### config.mk
export PLATFORM = sky130hd
export DESIGN_NAME = sipo_capture_top
export DESIGN_NICKNAME = d
export VERILOG_FILES = /design/src/sipo_pkg.sv /design/src/bit_counter.sv /design/src/sipo_controller.sv /design/src/sipo_lane.sv /design/src/frame_collector.sv /design/src/sipo_capture_top.sv
export SDC_FILE = /design/constraint.sdc
export NUM_CORES = 1
export LEC_CHECK = 0
export BUFFER_PORTS_ARGS = -buffer_cell sky130_fd_sc_hd__buf_4
export CORE_MARGIN = 2
export CORE_UTILIZATION = 42
export DETAILED_ROUTE_END_ITERATION = 8
export GPL_TIMING_DRIVEN = 0
export PLACE_DENSITY = 0.56
export RECOVER_POWER = 25
export SYNTH_ARGS = -nofsm -noshare
export SYNTH_HDL_FRONTEND = slang
export SYNTH_HIERARCHICAL = 1
export SYNTH_SLANG_ARGS = --single-unit
### constraint.sdc
create_clock -name clk -period 3.5 [get_ports clk]
set_clock_uncertainty 0.1 [all_clocks]
set_input_delay 0.525 -clock clk [delete_from_list [all_inputs] [get_ports clk]]
set_output_delay 0.525 -clock clk [all_outputs]
set_load 0.05 [all_outputs]
### src/sipo_pkg.sv
`default_nettype none

package sipo_pkg;

    // frame geometry
    localparam int count_w      = 20;
    localparam int last_count   = 13;               // counter value that ends logging
    localparam int frame_bits   = last_count - 1;   // bits per lane per frame
    localparam int n_lanes      = 4;
    localparam int frame_cycles = 17;               // clear, idle, arm, 12 log, 2 ready
    localparam int seq_w        = 8;

    // counter select, as the sequencer drives it
    typedef enum logic [1:0] {
        cnt_hold_idle = 2'b00,
        cnt_clear     = 2'b01,  // decoded by the counter, never driven
        cnt_hold_done = 2'b10,
        cnt_count     = 2'b11
    } cnt_sel_t;

    typedef enum logic [3:0] {
        s_clear = 4'd0,
        s_idle  = 4'd1,
        s_arm   = 4'd2,
        s_log   = 4'd3,
        s_ready = 4'd4
    } ctrl_state_t;

    typedef logic [frame_bits-1:0] lane_word_t;

    // lane 0 sits in the low bits of words
    typedef struct packed {
        logic [seq_w-1:0]                seq;
        lane_word_t [n_lanes-1:0]        words;
    } frame_t;

endpackage

`default_nettype wire

### src/bit_counter.sv
`timescale 1ns/1ps
`default_nettype none

module bit_counter (
    input  logic                           clk,
    input  logic                           reset_b,
    input  sipo_pkg::cnt_sel_t             counter_sel,
    input  logic                           control_signal,
    output logic [sipo_pkg::count_w-1:0]   counter_value
);

    always_ff @(posedge clk or negedge reset_b)
    begin
        if (!reset_b)
            counter_value <= '0;
        else if (control_signal || counter_sel == sipo_pkg::cnt_clear)
            counter_value <= '0;
        else if (counter_sel == sipo_pkg::cnt_count)
            counter_value <= counter_value + 1'b1;
    end

    // sequencer must switch to hold as soon as the last count shows
    a_no_step_past_last: assert property (@(posedge clk) disable iff (!reset_b)
        (counter_value == sipo_pkg::count_w'(sipo_pkg::last_count))
            |=> (counter_value != sipo_pkg::count_w'(sipo_pkg::last_count + 1)));

endmodule

`default_nettype wire

### src/sipo_controller.sv
`timescale 1ns/1ps
`default_nettype none

module sipo_controller (
    input  logic                           clk,
    input  logic                           reset_b,
    input  logic [sipo_pkg::count_w-1:0]   counter_value,
    output sipo_pkg::cnt_sel_t             counter_sel,
    output logic                           control_signal,
    output logic                           data_logging,
    output logic                           data_ready
);

    sipo_pkg::ctrl_state_t state;
    sipo_pkg::ctrl_state_t next_state;

    logic at_last;

    assign at_last = (counter_value == sipo_pkg::count_w'(sipo_pkg::last_count));

    always_ff @(posedge clk or negedge reset_b)
    begin
        if (!reset_b)
            state <= sipo_pkg::s_clear;
        else
            state <= next_state;
    end

    always_comb
    begin
        counter_sel    = sipo_pkg::cnt_hold_idle;
        control_signal = 1'b0;
        data_logging   = 1'b0;
        data_ready     = 1'b0;
        next_state     = sipo_pkg::s_clear;
        case (state)
            sipo_pkg::s_clear:
            begin
                control_signal = 1'b1;   // counter back to zero
                next_state     = sipo_pkg::s_idle;
            end
            sipo_pkg::s_idle:
            begin
                next_state = sipo_pkg::s_arm;
            end
            sipo_pkg::s_arm:
            begin
                counter_sel = sipo_pkg::cnt_count;
                next_state  = sipo_pkg::s_log;
            end
            sipo_pkg::s_log:
            begin
                if (at_last)
                begin
                    // stop the count here, hold through ready
                    counter_sel = sipo_pkg::cnt_hold_done;
                    data_ready  = 1'b1;
                    next_state  = sipo_pkg::s_ready;
                end
                else
                begin
                    counter_sel  = sipo_pkg::cnt_count;
                    data_logging = 1'b1;
                    next_state   = sipo_pkg::s_log;
                end
            end
            sipo_pkg::s_ready:
            begin
                counter_sel = sipo_pkg::cnt_hold_done;
                data_ready  = 1'b1;
                next_state  = sipo_pkg::s_clear;   // next frame starts at once
            end
            default:
            begin
                next_state = sipo_pkg::s_clear;
            end
        endcase
    end

    // lanes and collector never see both strobes at once
    a_log_ready_excl: assert property (@(posedge clk) disable iff (!reset_b)
        !(data_logging && data_ready));

    // collector relies on a two-cycle ready level
    a_ready_two_cycles: assert property (@(posedge clk) disable iff (!reset_b)
        $rose(data_ready) |=> data_ready ##1 !data_ready);

endmodule

`default_nettype wire

### src/sipo_lane.sv
`timescale 1ns/1ps
`default_nettype none

module sipo_lane (
    input  logic                 clk,
    input  logic                 reset_b,
    input  logic                 serial_in,
    input  logic                 data_logging,
    output sipo_pkg::lane_word_t word
);

    // first bit of a frame ends up in the msb after 12 shifts
    always_ff @(posedge clk or negedge reset_b)
    begin
        if (!reset_b)
            word <= '0;
        else if (data_logging)
            word <= {word[sipo_pkg::frame_bits-2:0], serial_in};
    end

endmodule

`default_nettype wire

### src/frame_collector.sv
`timescale 1ns/1ps
`default_nettype none

module frame_collector (
    input  logic                                         clk,
    input  logic                                         reset_b,
    input  logic                                         data_ready,
    input  sipo_pkg::lane_word_t [sipo_pkg::n_lanes-1:0] lane_words,
    output sipo_pkg::frame_t                             frame,
    output logic                                         frame_valid
);

    logic                       ready_d;
    logic                       ready_rise;
    logic [sipo_pkg::seq_w-1:0] seq_cnt;

    assign ready_rise = data_ready && !ready_d;

    always_ff @(posedge clk or negedge reset_b)
    begin
        if (!reset_b)
        begin
            ready_d     <= 1'b0;
            seq_cnt     <= '0;
            frame_valid <= 1'b0;
        end
        else
        begin
            ready_d     <= data_ready;
            frame_valid <= ready_rise;
            if (ready_rise)
                seq_cnt <= seq_cnt + 1'b1;   // wraps at 256
        end
    end

    // latched frame, held until the next ready rise
    always_ff @(posedge clk or negedge reset_b)
    begin
        if (!reset_b)
            frame <= '0;
        else if (ready_rise)
        begin
            frame.seq   <= seq_cnt;
            frame.words <= lane_words;
        end
    end

    a_valid_single: assert property (@(posedge clk) disable iff (!reset_b)
        frame_valid |=> !frame_valid);

endmodule

`default_nettype wire

### src/sipo_capture_top.sv
`timescale 1ns/1ps
`default_nettype none

module sipo_capture_top (
    input  logic                          clk,
    input  logic                          reset_b,
    input  logic [sipo_pkg::n_lanes-1:0]  serial_in,
    output sipo_pkg::frame_t              frame,
    output logic                          frame_valid
);

    logic [sipo_pkg::count_w-1:0]                 counter_value;
    sipo_pkg::cnt_sel_t                           counter_sel;
    logic                                         control_signal;
    logic                                         data_logging;
    logic                                         data_ready;
    sipo_pkg::lane_word_t [sipo_pkg::n_lanes-1:0] lane_words;

    sipo_controller u_controller (
        .clk            (clk),
        .reset_b        (reset_b),
        .counter_value  (counter_value),
        .counter_sel    (counter_sel),
        .control_signal (control_signal),
        .data_logging   (data_logging),
        .data_ready     (data_ready)
    );

    bit_counter u_counter (
        .clk            (clk),
        .reset_b        (reset_b),
        .counter_sel    (counter_sel),
        .control_signal (control_signal),
        .counter_value  (counter_value)
    );

    // one lane per serial input bit
    for (genvar g = 0; g < sipo_pkg::n_lanes; g++)
    begin : g_lane
        sipo_lane u_lane (
            .clk          (clk),
            .reset_b      (reset_b),
            .serial_in    (serial_in[g]),
            .data_logging (data_logging),
            .word         (lane_words[g])
        );
    end

    frame_collector u_collector (
        .clk         (clk),
        .reset_b     (reset_b),
        .data_ready  (data_ready),
        .lane_words  (lane_words),
        .frame       (frame),
        .frame_valid (frame_valid)
    );

endmodule

`default_nettype wire

==> results of run 1 <==
-- registers in the layout (all words and copies together) (netlist names) --
name / cells
u_collector/frame: 56
g_lane.u_lane/word: 48
u_counter/counter_value: 20
u_collector/seq_cnt: 8
u_controller/state: 3
u_collector/frame_valid: 1
u_collector/ready_d: 1
-- metrics by stage --
stage / area (µm²) / cells / utilization, % / hold WS (ns)
after floorplan: 5980 / 386 / - / 0.129
after global routing: 7300 / 662 / 52.6 / 0.215
final: 7300 / 662 / 52.6 / 0.238
after global placement: 6670 / 628 / 48.1 / 0.368
after CTS: 7310 / 662 / 52.6 / 0.0751
after detailed placement: 6720 / 630 / 48.4 / 0.377
-- worst min path at each step --
stage / to / slack, ns / start / depth (start not counted)
4_1_cts: u_counter/counter_value[3] / 0.08 / reset_b / 1
2_1_floorplan: g_lane[0].u_lane/word[0] / 0.13 / reset_b / 0
3_3_place_gp: u_collector/seq_cnt[7] / 0.37 / u_collector/seq_cnt[7] / 1
5_1_grt: g_lane[2].u_lane/word[0] / 0.22 / serial_in[2] / 2
3_5_place_dp: u_collector/seq_cnt[7] / 0.38 / u_collector/seq_cnt[7] / 1
6_report: g_lane[2].u_lane/word[0] / 0.24 / serial_in[2] / 2
-- cell families after synthesis --
logic type	count (synthesis)	share of synthesized area, %
DFF	137	57.3
muxes	105	25.8
and+or+nand+nor	70	7.07
xor gates and xnor gates	14	2.18
AOI/OAI and AO/OA	35	3.64
buffers and inverters	23	3.56
adders and majority gates	2	0.418
-- power breakdown --
part	internal, µW	total, µW	switching [µW]
combinational	111	269	158
clock	1120	1750	628
sequential	1640	1680	41.6
-- layer usage --
metal	part of all wire, %	vias to the layer above
met3	4.0	15
met5	0	-
met1	48	1716
li1	-	1547
met4	1.7	0
met2	46	63
-- cell type report --
class                      count  area, µm²  share of cell area, %
timing repair buffer          64        505                   6.92
tap                          180        225                   3.09
sequential                   137       3430                   47.0
buffer                        17        190                   2.61
clock buffer                  25        495                   6.79
multi-input combinational    226       2340                   32.1
clock inverter                 7       90.1                   1.23
inverter                       6       22.5                  0.309
-- cell usage in the layout, fill, tap and decap left out, types with 2 or more instances in the layout --
master      netlist  routed
ha_1              2       2
clkbuf_8          0       4
clkbuf_16         0      17
buf_6             6       6
buf_4             2      63
nand4_1           6       6
nor4_1            3       3
a21oi_1          12      12
nand2b_1          3       3
xor2_1            2       2
mux2_4           96      96
nand3_1           5       5
clkinv_2          0       3
dfrtp_1         137     137
a31oi_1           3       3
bufinv_16         0       2
mux2_2            9       9
or3_1             7       7
a21o_1            2       2
nor2_1           15      15
xnor2_1          11      11
inv_1             6       6
or3_2             2       2
buf_8             5       6
nand2_1           6       6
clkinvlp_4        0       2
clkbuf_1          2       6
o21ai_0          13      13
nor3_1            6       6
and3_1            4       4
or4_1             2       2
-- critical path: cells and delay by family, from the launching register on --
kind,cells,cell delay (ns)
flip-flops,1,0.45
AND/OR/NAND/NOR,4,1.10
AO/OA/AOI/OAI,3,0.71
buffers and inverters,2,0.33
==> results.py, run 1 <==
metrics = {
    "drt": {
        "via_count": 3341,
        "route.detailed.drc": 0,
        "drtPass1Iterations": 4,
        "avgViaCountPerCell": 5.05,
        "drtIter0Drc": 165,
        "routed_wl_um": 10600,
        "wl_per_cell_um": 16.0,
        "ant_nets": 0,
    },
    "critical_path": {
        "crit_slowest_cell": "dfrtp_1",
        "reg2reg_to": "u_counter/counter_value[14]",
        "critPathMaxFanout": 8,
        "cp.arrival_ns": 3.01,
        "worstSetupEndpointType": "flop",
        "crit_type": "reg2reg",
        "path_cells": "nor4bb_1, and3_1, buf_4, a31oi_1, o2111ai_4, or4_1, clkbuf_1, or3_1, a21oi_1",
        "critPathLaunchType": "flop",
        "max_stage_delay_ns": 0.45,
        "worstPathRequired_ns": 3.74,
        "reg2reg_from": "u_counter/counter_value[2]",
        "reg2reg_depth": 9,
        "reg2reg_slack_ns": 0.73,
        "crit_end": "u_counter/counter_value[14]",
        "startpoint": "u_counter/counter_value[2]",
    },
    "floorplanning": {
        "initial_utilization_pct": 43.1,
        "die_area_um2": 15200,
        "placementRows": 43,
        "die-width_um": 123,
        "num_io_pins": 63,
        "die_h_um": 123,
        "core-area_um2": 13900,
    },
    "global_route": {
        "grt_use_total_pct": 15.3,
        "grt_max_degree": 84,
        "grt_busiest_layer": "met2",
        "use_met3_pct": 4.43,
        "grt_pass1_vias": 3400,
        "grt_overflow_total": 0,
        "grt_pass1_wl_um": 17600,
        "antenna_found_initial": 0,
        "met1_usage_pct": 21.0,
        "met2_usage_pct": 21.9,
    },
    "yosys": {
        "async_flop_share_pct": 100,
        "yosys.area.top_type": "dfrtp_1",
        "synth_cells": 386,
        "synth.most_common_cell": "dfrtp_1",
        "synth-warning-count": 6,
        "synth_flop_cell": "dfrtp_1",
        "synth.ff_latch_count": 137,
        "avgSynthCellArea_um2": 15.5,
        "synth_top_area_share_pct": 57.3,
        "seq_area_frac_synth_pct": 57.3,
        "synth-edff-count": 0,
        "netlist_area_um2": 5980,
        "netlist_top_cells_count": "137 x dfrtp_1, 96 x mux2_4, 15 x nor2_1, 13 x o21ai_0, 12 x a21oi_1",
        "syn_nets": 394,
        "yosys.cell_types.count": 45,
        "synth_area_leaders": "dfrtp_1 57%, mux2_4 24%, mux2_2 1.7%, xnor2_1 1.6%, buf_8 1.3%",
    },
    "run_status": {
        "status": "finished, violations left",
        "failed_checks": "capacitance limit, slew limit",
    },
    "pwr": {
        "p_per_area_nw_per_um2": 507,
        "max-vdd-ir-drop_v": 0.000452,
        "leakagePower_uw": 0.00348,
        "power_uw": 3700,
    },
    "placement": {
        "routabilityCongestion": 0.830,
        "place_ws_ns": 0.725,
        "io_buffers": 62,
        "hpwl_um": 6930,
    },
    "hold_path": {
        "hold_class": "in2reg",
    },
    "timing": {
        "fin_crit_sh_pct": 79.1,
        "tightest_slew_ns": 2.07,
        "max_freq_mhz": 361,
        "fin_setup_tns_ns": 0,
        "slew_viol_final": 83,
        "max_slew_margin_pct": -38.2,
        "rsz0062_at_grt": "no",
        "fin_ws_ns": 0.731,
        "hold_viol": 0,
        "setup_violations": 0,
        "min_period_ns": 2.77,
    },
    "layout": {
        "antenna_cells": 0,
        "drive_above_1_share_pct": 46.5,
        "fillCellCount": 1193,
        "layout.nets": 477,
        "synthToLayoutAreaGrowth_pct": 22.1,
    },
    "clock_network": {
        "cts_buffers": 17,
        "cts_tree": "done",
        "cts-root-buf": "clkbuf_16",
        "clock_path_buffers": 2,
        "clkTransAtPathRegs_ns": 0.06,
        "cts_max_level": 4,
        "post-cts-setup-buffers": 0,
        "post_cts_resize_count": 0,
        "clock-sinks": 137,
        "clk_latency_ns": 0.42,
        "hold_buffers": 0,
    },
    "run": {
        "drv_cap": 1,
    },
}
(Power assumes the default switching activity.)
==> inputs of run 2 (changes only) <==
==> constraint.sdc (replaced) <==
create_clock -name clk -period 2.7 [get_ports clk]
set_clock_uncertainty 0.1 [all_clocks]
set_input_delay 0.405 -clock clk [delete_from_list [all_inputs] [get_ports clk]]
set_output_delay 0.405 -clock clk [all_outputs]
set_load 0.05 [all_outputs]
==> results.py, run 2 (same netlist as run 1, synthesis figures left out) <==
metrics = {
    "layout": {
        "final_cell_mix": "135 x dfrtp_1, 96 x mux2_4, 63 x buf_4",
        "largest_reg_flops": 56,
        "register_area_um2": 3430,
        "largest-register": "u_collector/frame",
        "antenna_cells": 0,
        "top_regs": "u_collector/frame (56), g_lane.u_lane/word (48), u_counter/counter_value (20)",
        "fillCellCount": 1186,
        "drive_above_1_share_pct": 47.4,
        "synthToLayoutAreaGrowth_pct": 23.3,
        "layout.nets": 476,
        "instances_no_fill": 661,
        "multi_input_area_um2": 2360,
        "final_common_cell": "dfrtp_1",
    },
    "timing": {
        "rsz0062_at_grt": "no",
        "tightest_slew_ns": 1.17,
        "max_freq_mhz": 388,
        "min_period_ns": 2.58,
        "hold_viol": 0,
        "setup_violations": 0,
        "slew_viol_final": 0,
        "fin_hold_ws_ns": 0.113,
        "fin_crit_sh_pct": 95.6,
        "max_slew_margin_pct": 21.8,
    },
    "clock_network": {
        "clkTransAtPathRegs_ns": 0.06,
        "post-cts-setup-buffers": 0,
        "cts_max_level": 4,
        "clock-sinks": 137,
        "clock_path_buffers": 2,
        "cts_tree": "done",
        "clk_latency_ns": 0.42,
        "cts_buffers": 17,
        "cts-root-buf": "clkbuf_16",
    },
    "critical_path": {
        "crit_type": "reg2reg",
        "worstSetupEndpointType": "flop",
        "worstPathRequired_ns": 2.95,
        "cp.arrival_ns": 2.83,
        "critPathMaxFanout": 8,
        "critPathLaunchType": "flop",
    },
    "placement": {
        "hpwl_um": 6650,
        "place_inst": 629,
        "io_buffers": 62,
        "routabilityCongestion": 0.740,
    },
    "floorplanning": {
        "initial_utilization_pct": 43.1,
        "placementRows": 43,
        "num_io_pins": 63,
        "die-width_um": 123,
        "die_area_um2": 15200,
        "core-area_um2": 13900,
        "die_h_um": 123,
    },
    "global_route": {
        "met1_usage_pct": 21.3,
        "grt_max_degree": 84,
        "grt_overflow_total": 0,
        "grt_pass1_wl_um": 17100,
        "grt_use_total_pct": 14.8,
        "met2_usage_pct": 20.3,
        "grt_busiest_layer": "met1",
        "antenna_found_initial": 0,
        "use_met3_pct": 4.70,
        "grt_pass1_vias": 3304,
    },
    "run_status": {
        "status": "finished, final reports clean",
    },
    "run": {
        "drv_cap": 0,
    },
    "hold_path": {
        "hold_class": "in2reg",
    },
    "drt": {
        "via_count": 3341,
        "routed_wl_um": 10400,
        "drtIter0Drc": 165,
        "wl_per_cell_um": 15.8,
        "drtPass1Iterations": 4,
        "ant_nets": 0,
        "avgViaCountPerCell": 5.05,
        "route.detailed.drc": 0,
    },
    "pwr": {
        "p_per_area_nw_per_um2": 686,
        "max-vdd-ir-drop_v": 0.000454,
        "leakagePower_uw": 0.00351,
    },
}
-- run 2: cell types whose count changed in the layout (fill, tap and decap cells not counted), moves of 2 or more --
cell / previous run / this run
bufinv_16: 2 / 5
clkbuf_1: 6 / 4
clkbuf_8: 4 / 1
clkinv_4: 0 / 2
dfrtp_1: 137 / 135
dfrtp_2: 0 / 2
-- run 2: report_power, final --
| group | total [µW] | internal, µW | switching [µW] |
|---|---|---|---|
| clock | 2530 | 1670 | 860 |
| combinational | 351 | 146 | 205 |
| sequential | 2180 | 2130 | 52.6 |
| total | 5060 | 3940 | 1120 |
-- run 2: cell type report --
class                           instances  share of cell area (%)
Sequential cell                       137                    46.5
Multi-Input combinational cell        226                    32.0
Timing Repair Buffer                   64                    6.82
Clock buffer                           21                    6.11
Tap cell                              180                    3.05
Clock inverter                         11                    2.63
Buffer                                 16                    2.53
Inverter                                6                   0.305
-- run 2: final timing paths --
path	start	to	slack (ns)	cells past startpoint
setup / recovery	u_counter/counter_value[2]	u_counter/counter_value[19]	0.12	9
hold reg to reg	u_collector/seq_cnt[7]	u_collector/seq_cnt[7]	0.38	1
setup reg to reg	u_counter/counter_value[2]	u_counter/counter_value[19]	0.12	9
hold / removal	serial_in[3]	g_lane[3].u_lane/word[0]	0.11	2
min in group asynchronous	reset_b	u_collector/frame[17]	0.70	2
max in group asynchronous	reset_b	u_collector/frame[47]	0.95	3
-- run 2: timing repair --
item | CTS | global route
hold endpoints to repair | 82 | 0
pin swaps | 0 | 1
gates resized for setup | 2 | 3
setup endpoints to repair | 7 | 7
hold buffers | 1 | 0
-- run 2: metal layers --
layer  vias to the layer above  wire length, µm
met3                        14              520
met5                         -                0
li1                       1543                -
met2                        71             4540
met1                      1713             5190
met4                         0              184
-- run 2: critical path: stages (launching register included) --
cell	delay, ns
dfrtp_2	0.45
nor4bb_1	0.16
and3_1	0.15
buf_4	0.16
a31oi_4	0.22
o2111ai_4	0.18
or4_1	0.43
buf_2	0.18
or3_1	0.34
a21oi_1	0.13
-- run 2: through the flow --
step	total power, µW	util, %	setup TNS, ns	instance area [µm²]	worst slack, ns
4_1_cts	5130	53.1	0	7370	0.0397
2_1_floorplan	2430	-	0	5980	0.173
3_5_place_dp	2570	48.3	-0.395	6710	-0.0827
6_report	5060	53.1	0	7370	0.120
3_3_place_gp	2560	48.1	-9.78	6670	-0.234
5_1_grt	5240	53.1	0	7370	0.000317
